<file path="src/verilog/kd_geom_pkg.sv">
/*
  KD-tree geometry definitions
  Patch layout, node word layout and the helpers that split a node word
  into its dimension index and signed median
*/

package kd_geom_pkg;

  localparam int COORD_WIDTH     = 11;                       // One signed coordinate
  localparam int DIM_COUNT       = 5;                        // Coordinates per patch
  localparam int PATCH_WIDTH     = DIM_COUNT * COORD_WIDTH;  // 55 bits, dim d at 11*d
  localparam int DIM_SEL_WIDTH   = 3;                        // Stored dimension index
  localparam int NODE_WORD_WIDTH = 2 * COORD_WIDTH;          // Index half + median half

  // Invalid dimension held after reset, slices as coordinate 0
  localparam logic [DIM_SEL_WIDTH-1:0] DIM_RESET = 3'd7;

  // Dimension index sits in the low bits of the lower half
  function automatic logic [DIM_SEL_WIDTH-1:0] node_dim(
    input logic [NODE_WORD_WIDTH-1:0] word
  );
    return word[DIM_SEL_WIDTH-1:0];
  endfunction

  // Median is the whole upper half, kept signed
  function automatic logic signed [COORD_WIDTH-1:0] node_median(
    input logic [NODE_WORD_WIDTH-1:0] word
  );
    return $signed(word[NODE_WORD_WIDTH-1:COORD_WIDTH]);
  endfunction

endpackage

</file>
<file path="src/verilog/kd_ctrl_pkg.sv">
/*
  KD-tree control encodings
  Host command opcodes and node loader states
*/

package kd_ctrl_pkg;

  // Command channel opcode
  typedef enum logic [1:0] {
    op_nop         = 2'd0,  // Credit still returned
    op_node_write  = 2'd1,  // Write next node, breadth-first
    op_addr_rewind = 2'd2   // Back to node 0, contents kept
  } cmd_op_e;

  // Loader fill state
  typedef enum logic {
    ld_filling = 1'b0,
    ld_full    = 1'b1
  } load_state_e;

endpackage

</file>
<file path="src/verilog/kd_node_loader.sv">
/*
  Node loader
  Decodes host commands into breadth-first node writes
  and echoes one command credit per accepted command
*/

module kd_node_loader #(
  parameter int KD_DEPTH = 6
) (
  input  logic                                   clk,
  input  logic                                   rst_n,
  input  logic                                   cmd_valid,
  input  kd_ctrl_pkg::cmd_op_e                   cmd_op,
  input  logic [kd_geom_pkg::NODE_WORD_WIDTH-1:0] cmd_data,
  output logic                                   cmd_credit,
  output logic                                   node_wen,
  output logic [KD_DEPTH-1:0]                    node_waddr,
  output logic [kd_geom_pkg::NODE_WORD_WIDTH-1:0] node_wdata,
  output logic                                   tree_loaded
);

  // Address of the last internal node, 2^KD_DEPTH - 2
  localparam logic [KD_DEPTH-1:0] LAST_ADDR = KD_DEPTH'((2 ** KD_DEPTH) - 2);

  kd_ctrl_pkg::load_state_e state;
  logic [KD_DEPTH-1:0]      wr_ptr;  // Next node to write

  always_ff @(posedge clk) begin
    if (!rst_n) begin
      state      <= kd_ctrl_pkg::ld_filling;
      wr_ptr     <= '0;
      node_wen   <= 1'b0;
      cmd_credit <= 1'b0;
    end else begin
      node_wen   <= 1'b0;
      cmd_credit <= cmd_valid;  // Nothing is refused
      if (cmd_valid) begin
        case (cmd_op)
          kd_ctrl_pkg::op_node_write: begin
            if (state == kd_ctrl_pkg::ld_filling) begin  // Dropped once full
              node_wen <= 1'b1;
              wr_ptr   <= wr_ptr + 1'b1;
              if (wr_ptr == LAST_ADDR) state <= kd_ctrl_pkg::ld_full;
            end
          end
          kd_ctrl_pkg::op_addr_rewind: begin
            wr_ptr <= '0;
            state  <= kd_ctrl_pkg::ld_filling;
          end
          kd_ctrl_pkg::op_nop: ;
          default: ;  // Unused code, treated as nop
        endcase
      end
    end
  end

  // Write payload, qualified by node_wen
  always_ff @(posedge clk) begin
    node_waddr <= wr_ptr;
    node_wdata <= cmd_data;
  end

  assign tree_loaded = (state == kd_ctrl_pkg::ld_full);

endmodule

</file>
<file path="src/verilog/kd_tree_level.sv">
/*
  One depth of the KD-tree search pipeline
  Holds the 2^LEVEL nodes of its level, picks the node named by the path so far,
  compares the chosen coordinate with the median and registers the result
*/

module kd_tree_level #(
  parameter int KD_DEPTH = 6,
  parameter int LEVEL    = 0
) (
  input  logic                                   clk,
  input  logic                                   rst_n,
  input  logic                                   node_wen,
  input  logic [KD_DEPTH-1:0]                    node_waddr,
  input  logic [kd_geom_pkg::NODE_WORD_WIDTH-1:0] node_wdata,
  input  logic                                   in_valid,
  input  logic [kd_geom_pkg::PATCH_WIDTH-1:0]     in_patch,
  input  logic [KD_DEPTH-1:0]                    in_path,
  output logic                                   out_valid,
  output logic [kd_geom_pkg::PATCH_WIDTH-1:0]     out_patch,
  output logic [KD_DEPTH-1:0]                    out_path
);

  localparam int NODES     = 1 << LEVEL;
  localparam int BASE      = NODES - 1;                     // First breadth-first address
  localparam int IDX_WIDTH = (LEVEL > 0) ? LEVEL : 1;
  localparam logic [KD_DEPTH-1:0] PATH_MASK = KD_DEPTH'(NODES - 1);  // Path bits so far

  logic [kd_geom_pkg::DIM_SEL_WIDTH-1:0]      dim_mem [NODES];
  logic signed [kd_geom_pkg::COORD_WIDTH-1:0] med_mem [NODES];

  logic [KD_DEPTH-1:0]                        wr_off;
  logic                                       wr_hit;
  logic [IDX_WIDTH-1:0]                       wr_idx;
  logic [IDX_WIDTH-1:0]                       rd_idx;
  logic [kd_geom_pkg::DIM_SEL_WIDTH-1:0]      sel_dim;
  logic signed [kd_geom_pkg::COORD_WIDTH-1:0] sel_med;
  logic signed [kd_geom_pkg::COORD_WIDTH-1:0] coord;
  logic                                       go_right;

  // Address decode for this level only
  assign wr_off = node_waddr - KD_DEPTH'(BASE);  // Lower levels wrap far above NODES
  assign wr_hit = node_wen && (wr_off < KD_DEPTH'(NODES));
  assign wr_idx = IDX_WIDTH'(wr_off);

  // Node storage resets to the invalid dimension so queries go right
  always_ff @(posedge clk) begin
    if (!rst_n) begin
      for (int i = 0; i < NODES; i++) begin
        dim_mem[i] <= kd_geom_pkg::DIM_RESET;
        med_mem[i] <= '0;
      end
    end else if (wr_hit) begin
      dim_mem[wr_idx] <= kd_geom_pkg::node_dim(node_wdata);
      med_mem[wr_idx] <= kd_geom_pkg::node_median(node_wdata);
    end
  end

  assign rd_idx  = IDX_WIDTH'(in_path & PATH_MASK);  // Level 0 always reads node 0
  assign sel_dim = dim_mem[rd_idx];
  assign sel_med = med_mem[rd_idx];

  // Slice the chosen coordinate; dims 5 and up read as 0
  always_comb begin
    coord = '0;
    for (int d = 0; d < kd_geom_pkg::DIM_COUNT; d++) begin
      if (sel_dim == kd_geom_pkg::DIM_SEL_WIDTH'(d)) begin
        coord = in_patch[d*kd_geom_pkg::COORD_WIDTH +: kd_geom_pkg::COORD_WIDTH];
      end
    end
  end

  assign go_right = !(coord < sel_med);  // Signed compare where equal goes right

  always_ff @(posedge clk) begin
    if (!rst_n) out_valid <= 1'b0;
    else        out_valid <= in_valid;
  end

  // Patch and path move on with the valid bit
  always_ff @(posedge clk) begin
    out_patch <= in_patch;
    out_path  <= {in_path[KD_DEPTH-2:0], go_right};  // New bit at LSB so the root ends at MSB
  end

endmodule

</file>
<file path="src/verilog/kd_search_pipeline.sv">
/*
  KD-tree search pipeline
  Chains KD_DEPTH level blocks, one depth per clock,
  from an empty path down to the full leaf index
*/

module kd_search_pipeline #(
  parameter int KD_DEPTH = 6
) (
  input  logic                                   clk,
  input  logic                                   rst_n,
  input  logic                                   node_wen,
  input  logic [KD_DEPTH-1:0]                    node_waddr,
  input  logic [kd_geom_pkg::NODE_WORD_WIDTH-1:0] node_wdata,
  input  logic                                   query_valid,
  input  logic [kd_geom_pkg::PATCH_WIDTH-1:0]     query_patch,
  output logic                                   leaf_valid,
  output logic [KD_DEPTH-1:0]                    leaf_index
);

  // Stage k feeds level k, stage KD_DEPTH is the leaf
  logic                               stage_valid [KD_DEPTH+1];
  logic [kd_geom_pkg::PATCH_WIDTH-1:0] stage_patch [KD_DEPTH+1];
  logic [KD_DEPTH-1:0]                stage_path  [KD_DEPTH+1];

  assign stage_valid[0] = query_valid;
  assign stage_patch[0] = query_patch;
  assign stage_path[0]  = '0;  // No decisions yet

  for (genvar lvl = 0; lvl < KD_DEPTH; lvl++) begin : g_level
    kd_tree_level #(
      .KD_DEPTH (KD_DEPTH),
      .LEVEL    (lvl)
    ) u_level (
      .clk        (clk),
      .rst_n      (rst_n),
      .node_wen   (node_wen),     // Broadcast, each level decodes its range
      .node_waddr (node_waddr),
      .node_wdata (node_wdata),
      .in_valid   (stage_valid[lvl]),
      .in_patch   (stage_patch[lvl]),
      .in_path    (stage_path[lvl]),
      .out_valid  (stage_valid[lvl+1]),
      .out_patch  (stage_patch[lvl+1]),
      .out_path   (stage_path[lvl+1])
    );
  end

  assign leaf_valid = stage_valid[KD_DEPTH];
  assign leaf_index = stage_path[KD_DEPTH];

endmodule

</file>
<file path="src/verilog/kd_leaf_egress.sv">
/*
  Leaf egress
  Buffers leaf indices in a small FIFO, sends them under result credits
  and hands a query credit back to the host for each result sent
*/

module kd_leaf_egress #(
  parameter int KD_DEPTH   = 6,
  parameter int FIFO_DEPTH = 4
) (
  input  logic                clk,
  input  logic                rst_n,
  input  logic                leaf_valid,
  input  logic [KD_DEPTH-1:0] leaf_index,
  input  logic                res_credit,
  output logic                result_valid,
  output logic [KD_DEPTH-1:0] result_leaf,
  output logic                query_credit
);

  localparam int PTR_WIDTH    = (FIFO_DEPTH > 1) ? $clog2(FIFO_DEPTH) : 1;
  localparam int CNT_WIDTH    = $clog2(FIFO_DEPTH + 1);
  localparam int CREDIT_WIDTH = 8;  // Sink grants at most a handful ahead
  localparam logic [PTR_WIDTH-1:0] PTR_LAST = PTR_WIDTH'(FIFO_DEPTH - 1);

  logic [KD_DEPTH-1:0]     fifo_mem [FIFO_DEPTH];
  logic [PTR_WIDTH-1:0]    wr_ptr;
  logic [PTR_WIDTH-1:0]    rd_ptr;
  logic [CNT_WIDTH-1:0]    count;
  logic [CREDIT_WIDTH-1:0] credits;
  logic                    push;
  logic                    pop;

  assign pop  = (count != '0) && (credits != '0);        // Head out when sink has room
  assign push = leaf_valid && ((count != CNT_WIDTH'(FIFO_DEPTH)) || pop);

  always_ff @(posedge clk) begin
    if (!rst_n) begin
      wr_ptr       <= '0;
      rd_ptr       <= '0;
      count        <= '0;
      credits      <= '0;
      result_valid <= 1'b0;
      query_credit <= 1'b0;
    end else begin
      if (push) wr_ptr <= (wr_ptr == PTR_LAST) ? '0 : wr_ptr + 1'b1;
      if (pop)  rd_ptr <= (rd_ptr == PTR_LAST) ? '0 : rd_ptr + 1'b1;
      case ({push, pop})
        2'b10:   count <= count + 1'b1;
        2'b01:   count <= count - 1'b1;
        default: ;  // Both or neither, level unchanged
      endcase
      // Grant and spend may land in the same cycle
      credits      <= credits + CREDIT_WIDTH'(res_credit) - CREDIT_WIDTH'(pop);
      result_valid <= pop;
      query_credit <= pop;  // Slot freed, host may send one more query
    end
  end

  // Storage and output payload
  always_ff @(posedge clk) begin
    if (push) fifo_mem[wr_ptr] <= leaf_index;
    if (pop)  result_leaf <= fifo_mem[rd_ptr];
  end

endmodule

</file>
<file path="src/verilog/kd_search_top.sv">
/*
  KD-tree patch search engine, top level
  Node loader, search pipeline and leaf egress wired together
*/

module kd_search_top #(
  parameter int KD_DEPTH   = 6,
  parameter int FIFO_DEPTH = 4  // Also the host's starting query credits
) (
  input  logic                                   clk,
  input  logic                                   rst_n,
  input  logic                                   cmd_valid,
  input  kd_ctrl_pkg::cmd_op_e                   cmd_op,
  input  logic [kd_geom_pkg::NODE_WORD_WIDTH-1:0] cmd_data,
  output logic                                   cmd_credit,
  output logic                                   tree_loaded,
  input  logic                                   query_valid,
  input  logic [kd_geom_pkg::PATCH_WIDTH-1:0]     query_patch,
  output logic                                   query_credit,
  input  logic                                   res_credit,
  output logic                                   result_valid,
  output logic [KD_DEPTH-1:0]                    result_leaf
);

  // Node write bus, broadcast to every level
  logic                                   node_wen;
  logic [KD_DEPTH-1:0]                    node_waddr;
  logic [kd_geom_pkg::NODE_WORD_WIDTH-1:0] node_wdata;
  // Pipeline to egress
  logic                                   leaf_valid;
  logic [KD_DEPTH-1:0]                    leaf_index;

  kd_node_loader #(.KD_DEPTH(KD_DEPTH)) u_loader (
    .clk(clk), .rst_n(rst_n),
    .cmd_valid(cmd_valid), .cmd_op(cmd_op), .cmd_data(cmd_data),
    .cmd_credit(cmd_credit),
    .node_wen(node_wen), .node_waddr(node_waddr), .node_wdata(node_wdata),
    .tree_loaded(tree_loaded)
  );

  kd_search_pipeline #(.KD_DEPTH(KD_DEPTH)) u_pipeline (
    .clk(clk), .rst_n(rst_n),
    .node_wen(node_wen), .node_waddr(node_waddr), .node_wdata(node_wdata),
    .query_valid(query_valid), .query_patch(query_patch),
    .leaf_valid(leaf_valid), .leaf_index(leaf_index)
  );

  kd_leaf_egress #(.KD_DEPTH(KD_DEPTH), .FIFO_DEPTH(FIFO_DEPTH)) u_egress (
    .clk(clk), .rst_n(rst_n),
    .leaf_valid(leaf_valid), .leaf_index(leaf_index),
    .res_credit(res_credit),
    .result_valid(result_valid), .result_leaf(result_leaf),
    .query_credit(query_credit)
  );

endmodule

</file>
<file path="config.mk">
export PLATFORM = sky130hd
export DESIGN_NAME = kd_search_top
export DESIGN_NICKNAME = d
export VERILOG_FILES = /design/src/verilog/kd_geom_pkg.sv /design/src/verilog/kd_ctrl_pkg.sv /design/src/verilog/kd_node_loader.sv /design/src/verilog/kd_tree_level.sv /design/src/verilog/kd_search_pipeline.sv /design/src/verilog/kd_leaf_egress.sv /design/src/verilog/kd_search_top.sv
export SDC_FILE = /design/constraint.sdc
export NUM_CORES = 2
export LEC_CHECK = 0
export BUFFER_PORTS_ARGS = -buffer_cell sky130_fd_sc_hd__buf_2
export CAP_MARGIN = 0
export CORE_MARGIN = 10
export CORE_UTILIZATION = 65
export CTS_CLUSTER_SIZE = 12
export DETAILED_ROUTE_END_ITERATION = 16
export PLACE_DENSITY = 0.8
export SYNTH_ARGS = -nofsm -noshare
export SYNTH_HDL_FRONTEND = slang
export SYNTH_SLANG_ARGS = --single-unit
</file>
<file path="constraint.sdc">
create_clock -name clk -period 10.1 [get_ports clk]
set_clock_uncertainty 0.1 [all_clocks]
set_input_delay 1.515 -clock clk [delete_from_list [all_inputs] [get_ports clk]]
set_output_delay 1.515 -clock clk [all_outputs]
set_load 0.01 [all_outputs]
</file>
**After elaboration in Yosys (flattened, before gate mapping)**

Memories as Yosys holds them, arrays and structs flattened. A register that Yosys moved wholly into a read port is not among the register bits.
Cells that the tools add are included.

- Add/subtract/negate cells: 12
- $lt $le $gt $ge: 12
- Eq/ne operators: 33
- Muxes and demuxes: 94
- Reduce and logical (&&, ||, !) cells: 40

Operators with widths:

| kind | count |
|---|---|
| 2-to-1 mux 11 bit | 36 |
| less-than comparator 11 bit | 6 |
| OR reduction 11 bit | 6 |
| 2-to-1 mux 1 bit | 38 |
| == test 3 x 2 -> 1 bit (second input constant) | 12 |
| 2-to-1 mux 3 bit | 8 |
| == test 3 x 1 -> 1 bit (second input constant) | 6 |
| == test 3 bit (second input constant) | 6 |
| zero test 3 bit | 6 |
| OR reduction 3 bit | 6 |
| case mux 6 bit (2 select lines) | 1 |
| 2-to-1 mux 5 bit | 2 |
| adder 8 x 1 -> 8 bit | 1 |
| == test 2 bit (second input constant) | 4 |
| logical AND 1 bit | 8 |
| 2-to-1 mux 2 bit | 4 |
| 2-to-1 mux 4 bit | 2 |
| nonzero test 8 bit | 1 |
| subtractor 8 x 1 -> 8 bit | 1 |
| adder 6 x 1 -> 6 bit (second input constant) | 1 |
| == test 6 bit (second input constant) | 1 |
| zero test 1 bit | 6 |
| less-than comparator 6 x 1 -> 1 bit (second input constant) | 1 |
| less-than comparator 6 x 2 -> 1 bit (second input constant) | 1 |
| 23 further kinds | 27 |

- Register bits: 355
- Bits in writable memories: 906
- Input port bits: 84
- Output and inout bits: 10
- Word-level logic and storage cells: 232
- Memories kept: 13

Memories:

| memory | depth | width | rd ports | clocked after Yosys merged registers in | write ports | line | RTL |
|---|---|---|---|---|---|---|---|
| u_pipeline.g_level[5].u_level.med_mem | 32 | 11 | 1 | 1 | 32 | kd_tree_level.sv:30 | `logic signed [kd_geom_pkg::COORD_WIDTH-1:0] med_mem [NODES];` |
| u_pipeline.g_level[4].u_level.med_mem | 16 | 11 | 1 | 1 | 16 | kd_tree_level.sv:30 |  |
| u_pipeline.g_level[5].u_level.dim_mem | 32 | 3 | 1 | 1 | 32 | kd_tree_level.sv:29 | `logic [kd_geom_pkg::DIM_SEL_WIDTH-1:0] dim_mem [NODES];` |
| u_pipeline.g_level[3].u_level.med_mem | 8 | 11 | 1 | 1 | 8 | kd_tree_level.sv:30 |  |
| u_pipeline.g_level[4].u_level.dim_mem | 16 | 3 | 1 | 1 | 16 | kd_tree_level.sv:29 |  |
| u_pipeline.g_level[2].u_level.med_mem | 4 | 11 | 1 | 1 | 4 | kd_tree_level.sv:30 |  |
| +7 memories | -- | -- | -- | -- | -- | -- |  |

**Depth between registers and ports, before layout**

An unclocked memory read counts as a cell.

- Depth in word-level cells: 9
- Depth in mapped cells: 21
- Mapped depth without buffers: 17

**By module**

Synthesis repeated with hierarchy kept, for this count alone.

- Cell total of the unflattened synthesis: 3,681
- Area, all modules: 55,456.9 sq um

Modules (own cells, without submodules):

| module | instances | cells an instance | area each (sq um) | sequential area each (sq um) |
|---|---|---|---|---|
| kd_tree_level at u_pipeline.g_level[5].u_level | 1 | 1,446 | 22,521.6 | 14,694.1 |
| kd_tree_level at u_pipeline.g_level[4].u_level | 1 | 791 | 12,239.2 | 7,967.6 |
| kd_tree_level at u_pipeline.g_level[3].u_level | 1 | 454 | 7,114.3 | 4,604.4 |
| kd_tree_level at u_pipeline.g_level[2].u_level | 1 | 305 | 4,505.6 | 2,922.8 |
| kd_tree_level at u_pipeline.g_level[1].u_level | 1 | 236 | 3,264.4 | 2,082.0 |
| kd_tree_level at u_pipeline.g_level[0].u_level | 1 | 187 | 2,486.1 | 1,661.6 |
| kd_leaf_egress | 1 | 183 | 2,296.0 | 1,221.2 |
| kd_node_loader | 1 | 78 | 1,026.0 | 740.7 |
| kd_search_pipeline | 1 | 1 | 3.8 | 0.0 |

**Worst setup path before layout**

OpenSTA, ideal clock, no wires.

- Kind: register to register
- Start: register, netlist name u_pipeline.g_level[3].u_level.out_path[1]
- End: register u_pipeline.g_level[4].u_level.out_path[0]
- Library setup time: 0.123 ns
- Arrival: 3.774 ns
- Required time: 9.877 ns
- Setup slack: 6.102 ns
- Stages on the path, launching flop included: 16
- Path buffers: 2
- Clock period less this slack: 3.998 ns
- Cell sequence: dfxtp_1 > buf_6 > mux4_2 > mux4_2 > buf_6 > mux4_2 > a22o_1 > ha_1 > a21o_1 > a21o_1 > a21o_1 > a21o_1 > a21o_1 > a21oi_1 > nand2_1 > mux2_1

RTL lines:

| what | line | RTL |
|---|---|---|
| end signal: assignment | kd_tree_level.sv:83 | `out_path <= {in_path[KD_DEPTH-2:0], go_right};` |
| end: declaration | kd_tree_level.sv:21 | `output logic [KD_DEPTH-1:0] out_path` |

==> qor.csv <==
metric,value,unit
status,finished clean,
detail-routed via count per cell,6.360,
iteration count of the initial detailed-routing pass,5,
CP endpoint kind,flop,
Port Buffer Count,85,
Slew headroom,10.96,%
GPL Wtd Cong,0.8848,
CP cell instances,buf_4 > mux4_2 > mux2i_1 > o311ai_4 > buf_4 > mux2_2 > nor2_1 > a21oi_1 > a22o_1 > ha_1 > a21o_1 > a21o_1 > a21o_1 > a21oi_1 > nor2b_1 > o21ai_0 > o2111ai_1 > a2bb2oi_1,
Final Cell Area,58440,µm²
Final min period,5.390,ns
Worst-Margin Slew,1.336,ns
Multi-input gate area,17290,µm²
WL final,122200,µm
vias in the first global route,31040,
core area,80680,µm²
HPWL Detailed,78390,µm
Die Y,305.7,µm
fill cell count,4850,
largest net degree at the start of global routing,101,
final setup TNS,0,ns
total track usage,26.33,%
"Max FO, Critical Path",59,
Yosys warnings,0,
final hold vios,0,
dpl cell area,54430,µm²
WS Path Type,reg -> reg,
routed len/inst,26.13,µm
Critical Path Start Type,flop,
Yosys reg bits,1259,
initial drt markers,3498,
cell count after synthesis,3520,
leakage,0.02094,µW
"Slew Viols, Final",0,
H-tree depth,4,
combinational share of power,15.8,%
Mapped Area,53060,µm²
n_diodes,0,
CTS tree,yes,
"EDFF count, synth",912,
ratio of cells with drive above 1 in the final layout,19.30,%
post-CTS setup buffers,0,
Worst Path Arrival,5.89,ns
internal power,9304,µW
register area,34370,µm²
synth-to-layout area growth,10.12,%
asr flop ratio synth,0,%
DRC Markers,0,
Synth Area per Inst,15.08,µm²
reg2reg setup slack,4.71,ns
share of power burned in registers,48.1,%
final critical-path share of the clock period,53.37,%
chip width,305.7,µm
worst vdd ir,158.6,µV
Worst path slowest cell,dfxtp_4,
# resized after CTS,0,
io pins,94,
nets,3703,
unrepaired setup endpoints after global routing,no,
Initial Util,65.77,%
die area,93470,µm²
"Top FF cell, synth",edfxtp_1,
Fmax achieved,185.5,MHz
Root Buffer,clkbuf_16,
hold_buf cts,0,
"Reg clk slew, reported paths",0.06,ns
grt ovf,0,
Top delay family on crit path,compound AO/OA/AOI/OAI gates,
Required @ worst endpoint,10.60,ns
Buffers & Inverters on Critical Path,2,
vias,29750,
final setup vio count,0,
# Max-Cap Violations,0,
power per cell area,214.1,nW/µm²
most frequent cell on the critical path,a21o_1,
first-pass GRT wire length,188000,µm
Sink Count,1259,
Clock Latency Late Sink,0.73,ns
Antenna Nets Post-Route,0,
synth unique cells,58,
Psw,3205,µW
Clock power frac,36.1,%
Rows,104,
CTS Buf Count,131,
Hold Path Class,reg -> reg,
Max Root-Sink Buffers,3,
Worst path max stage delay,0.82,ns
sequential-to-total area share from yosys stat,64.70,%
switching part of the total,25.62,%
Syn Nets,3691,
antenna violations before repair,5,
==> kinds of logic after synthesis <==
kind of cell,after synthesis,synth area share [%]
flops,1259,64.70
simple gates,1156,12.87
mux,389,14.29
buf+inv,379,2.822
compound gates,229,2.888
fa+ha+maj,87,2.080
xor+xnor,21,0.3466
==> cells in the final DEF, fill, tap and decap left out, drive strengths merged, types with 19 or more instances in the layout <==
master	netlist	final
buf	39	187
dfxtp	347	347
a22o	50	50
nand2b	49	49
nor2	97	97
ha	85	85
inv	71	78
mux4	293	293
or3	158	158
and2	702	702
o21ai	72	72
clkinv	0	25
nand2	57	57
edfxtp	912	912
clkbuf	269	184
nor2b	19	19
mux2i	78	78
a21oi	40	40
==> sequential cells by signal, indices dropped and copies added, names as in the netlist <==
name	cells
u_loader.cmd_credit	1
u_egress.count	3
u_egress.result_valid	1
u_pipeline.g_level.u_level.med_mem	693
u_pipeline.g_level.u_level.out_path	21
u_egress.wr_ptr	2
u_loader.node_wen	1
u_loader.node_wdata	14
u_egress.rd_ptr	2
u_loader.node_waddr	6
u_pipeline.g_level.u_level.out_patch	275
u_pipeline.g_level.u_level.out_valid	6
u_pipeline.g_level.u_level.dim_mem	189
u_egress.fifo_mem	24
u_egress.result_leaf	6
u_egress.credits	8
u_loader.wr_ptr	6
u_loader.tree_loaded	1
==> per-layer routing <==
| metal | vias up | track usage [%] | routed length, µm |
|---|---|---|---|
| li1 | 12960 | - | - |
| met1 | 15060 | 34.62 | 46270 |
| met2 | 1461 | 43.21 | 60880 |
| met3 | 260 | 4.521 | 9804 |
| met4 | 4 | 11.51 | 5204 |
| met5 | - | 0 | 32 |
==> final cells by class <==
class                   count  share of cell area [%]
well taps                1060                   2.270
inverters                  71                  0.4561
clock inverters            34                  0.6702
flip-flops and latches   1259                   58.81
multi-input cells        1882                   29.59
repair buffers            187                   2.043
clock buffers             184                   6.160
==> power groups by stage <==
stage	registers [µW]	logic, µW	clock network, µW
2_1_floorplan	6000	1440	0
3_3_place_gp	6090	1890	0
3_5_place_dp	6120	1960	0
4_1_cts	6020	1980	4560
5_1_grt	6050	2110	4770
6_report	6020	1980	4510
==> synth_stat cells, types with 50 or more instances <==
master	instances	area share, %
edfxtp_1	912	52
and2_1	702	8.3
dfxtp_1	347	13
mux4_2	293	12
clkbuf_1	269	1.9
or3_1	158	1.9
nor2_1	97	0.69
ha_1	85	2.0
mux2i_1	78	1.5
inv_1	71	0.50
o21ai_0	71	0.67
nand2_1	57	0.40
a22o_1	50	0.83
==> path summary, 6_finish.rpt <==
| check | startpoint | to | depth (start not counted) |
|---|---|---|---|
| worst min-delay path | u_pipeline.g_level[1].u_level.out_patch[40] | u_pipeline.g_level[2].u_level.out_patch[40] | 0 |
| worst max-delay path | u_pipeline.g_level[4].u_level.out_path[1] | u_pipeline.g_level[5].u_level.out_path[0] | 18 |
| worst max register to register | u_pipeline.g_level[4].u_level.out_path[1] | u_pipeline.g_level[5].u_level.out_path[0] | 18 |
| worst min register to register | u_pipeline.g_level[1].u_level.out_patch[40] | u_pipeline.g_level[2].u_level.out_patch[40] | 0 |
==> through the flow <==
step / util (%) / total power (µW) / cells / worst slack [ns] / hold slack (ns)
after floorplan: - / 7439 / 3520 / 6.102 / 0.2257
after global placement: 67.46 / 7985 / 4457 / 4.725 / 0.2338
after detailed placement: 67.46 / 8078 / 4457 / 4.761 / 0.2352
after CTS: 72.41 / 12560 / 4675 / 4.754 / 0.2450
after global routing: 72.43 / 12930 / 4677 / 4.444 / 0.2519
final: 72.43 / 12510 / 4677 / 4.710 / 0.2462
==> worst register-to-register path: stages (launching register included) <==
cell       delay [ns]
dfxtp_4          0.82
buf_4            0.83
mux4_2           0.69
mux2i_1          0.34
o311ai_4         0.13
buf_4            0.28
mux2_2           0.33
nor2_1           0.10
a21oi_1          0.06
a22o_1           0.21
ha_1             0.30
a21o_1           0.18
a21o_1           0.17
a21o_1           0.17
a21oi_1          0.14
nor2b_1          0.05
o21ai_0          0.13
o2111ai_1        0.12
a2bb2oi_1        0.15
(Power assumes the default switching activity.)
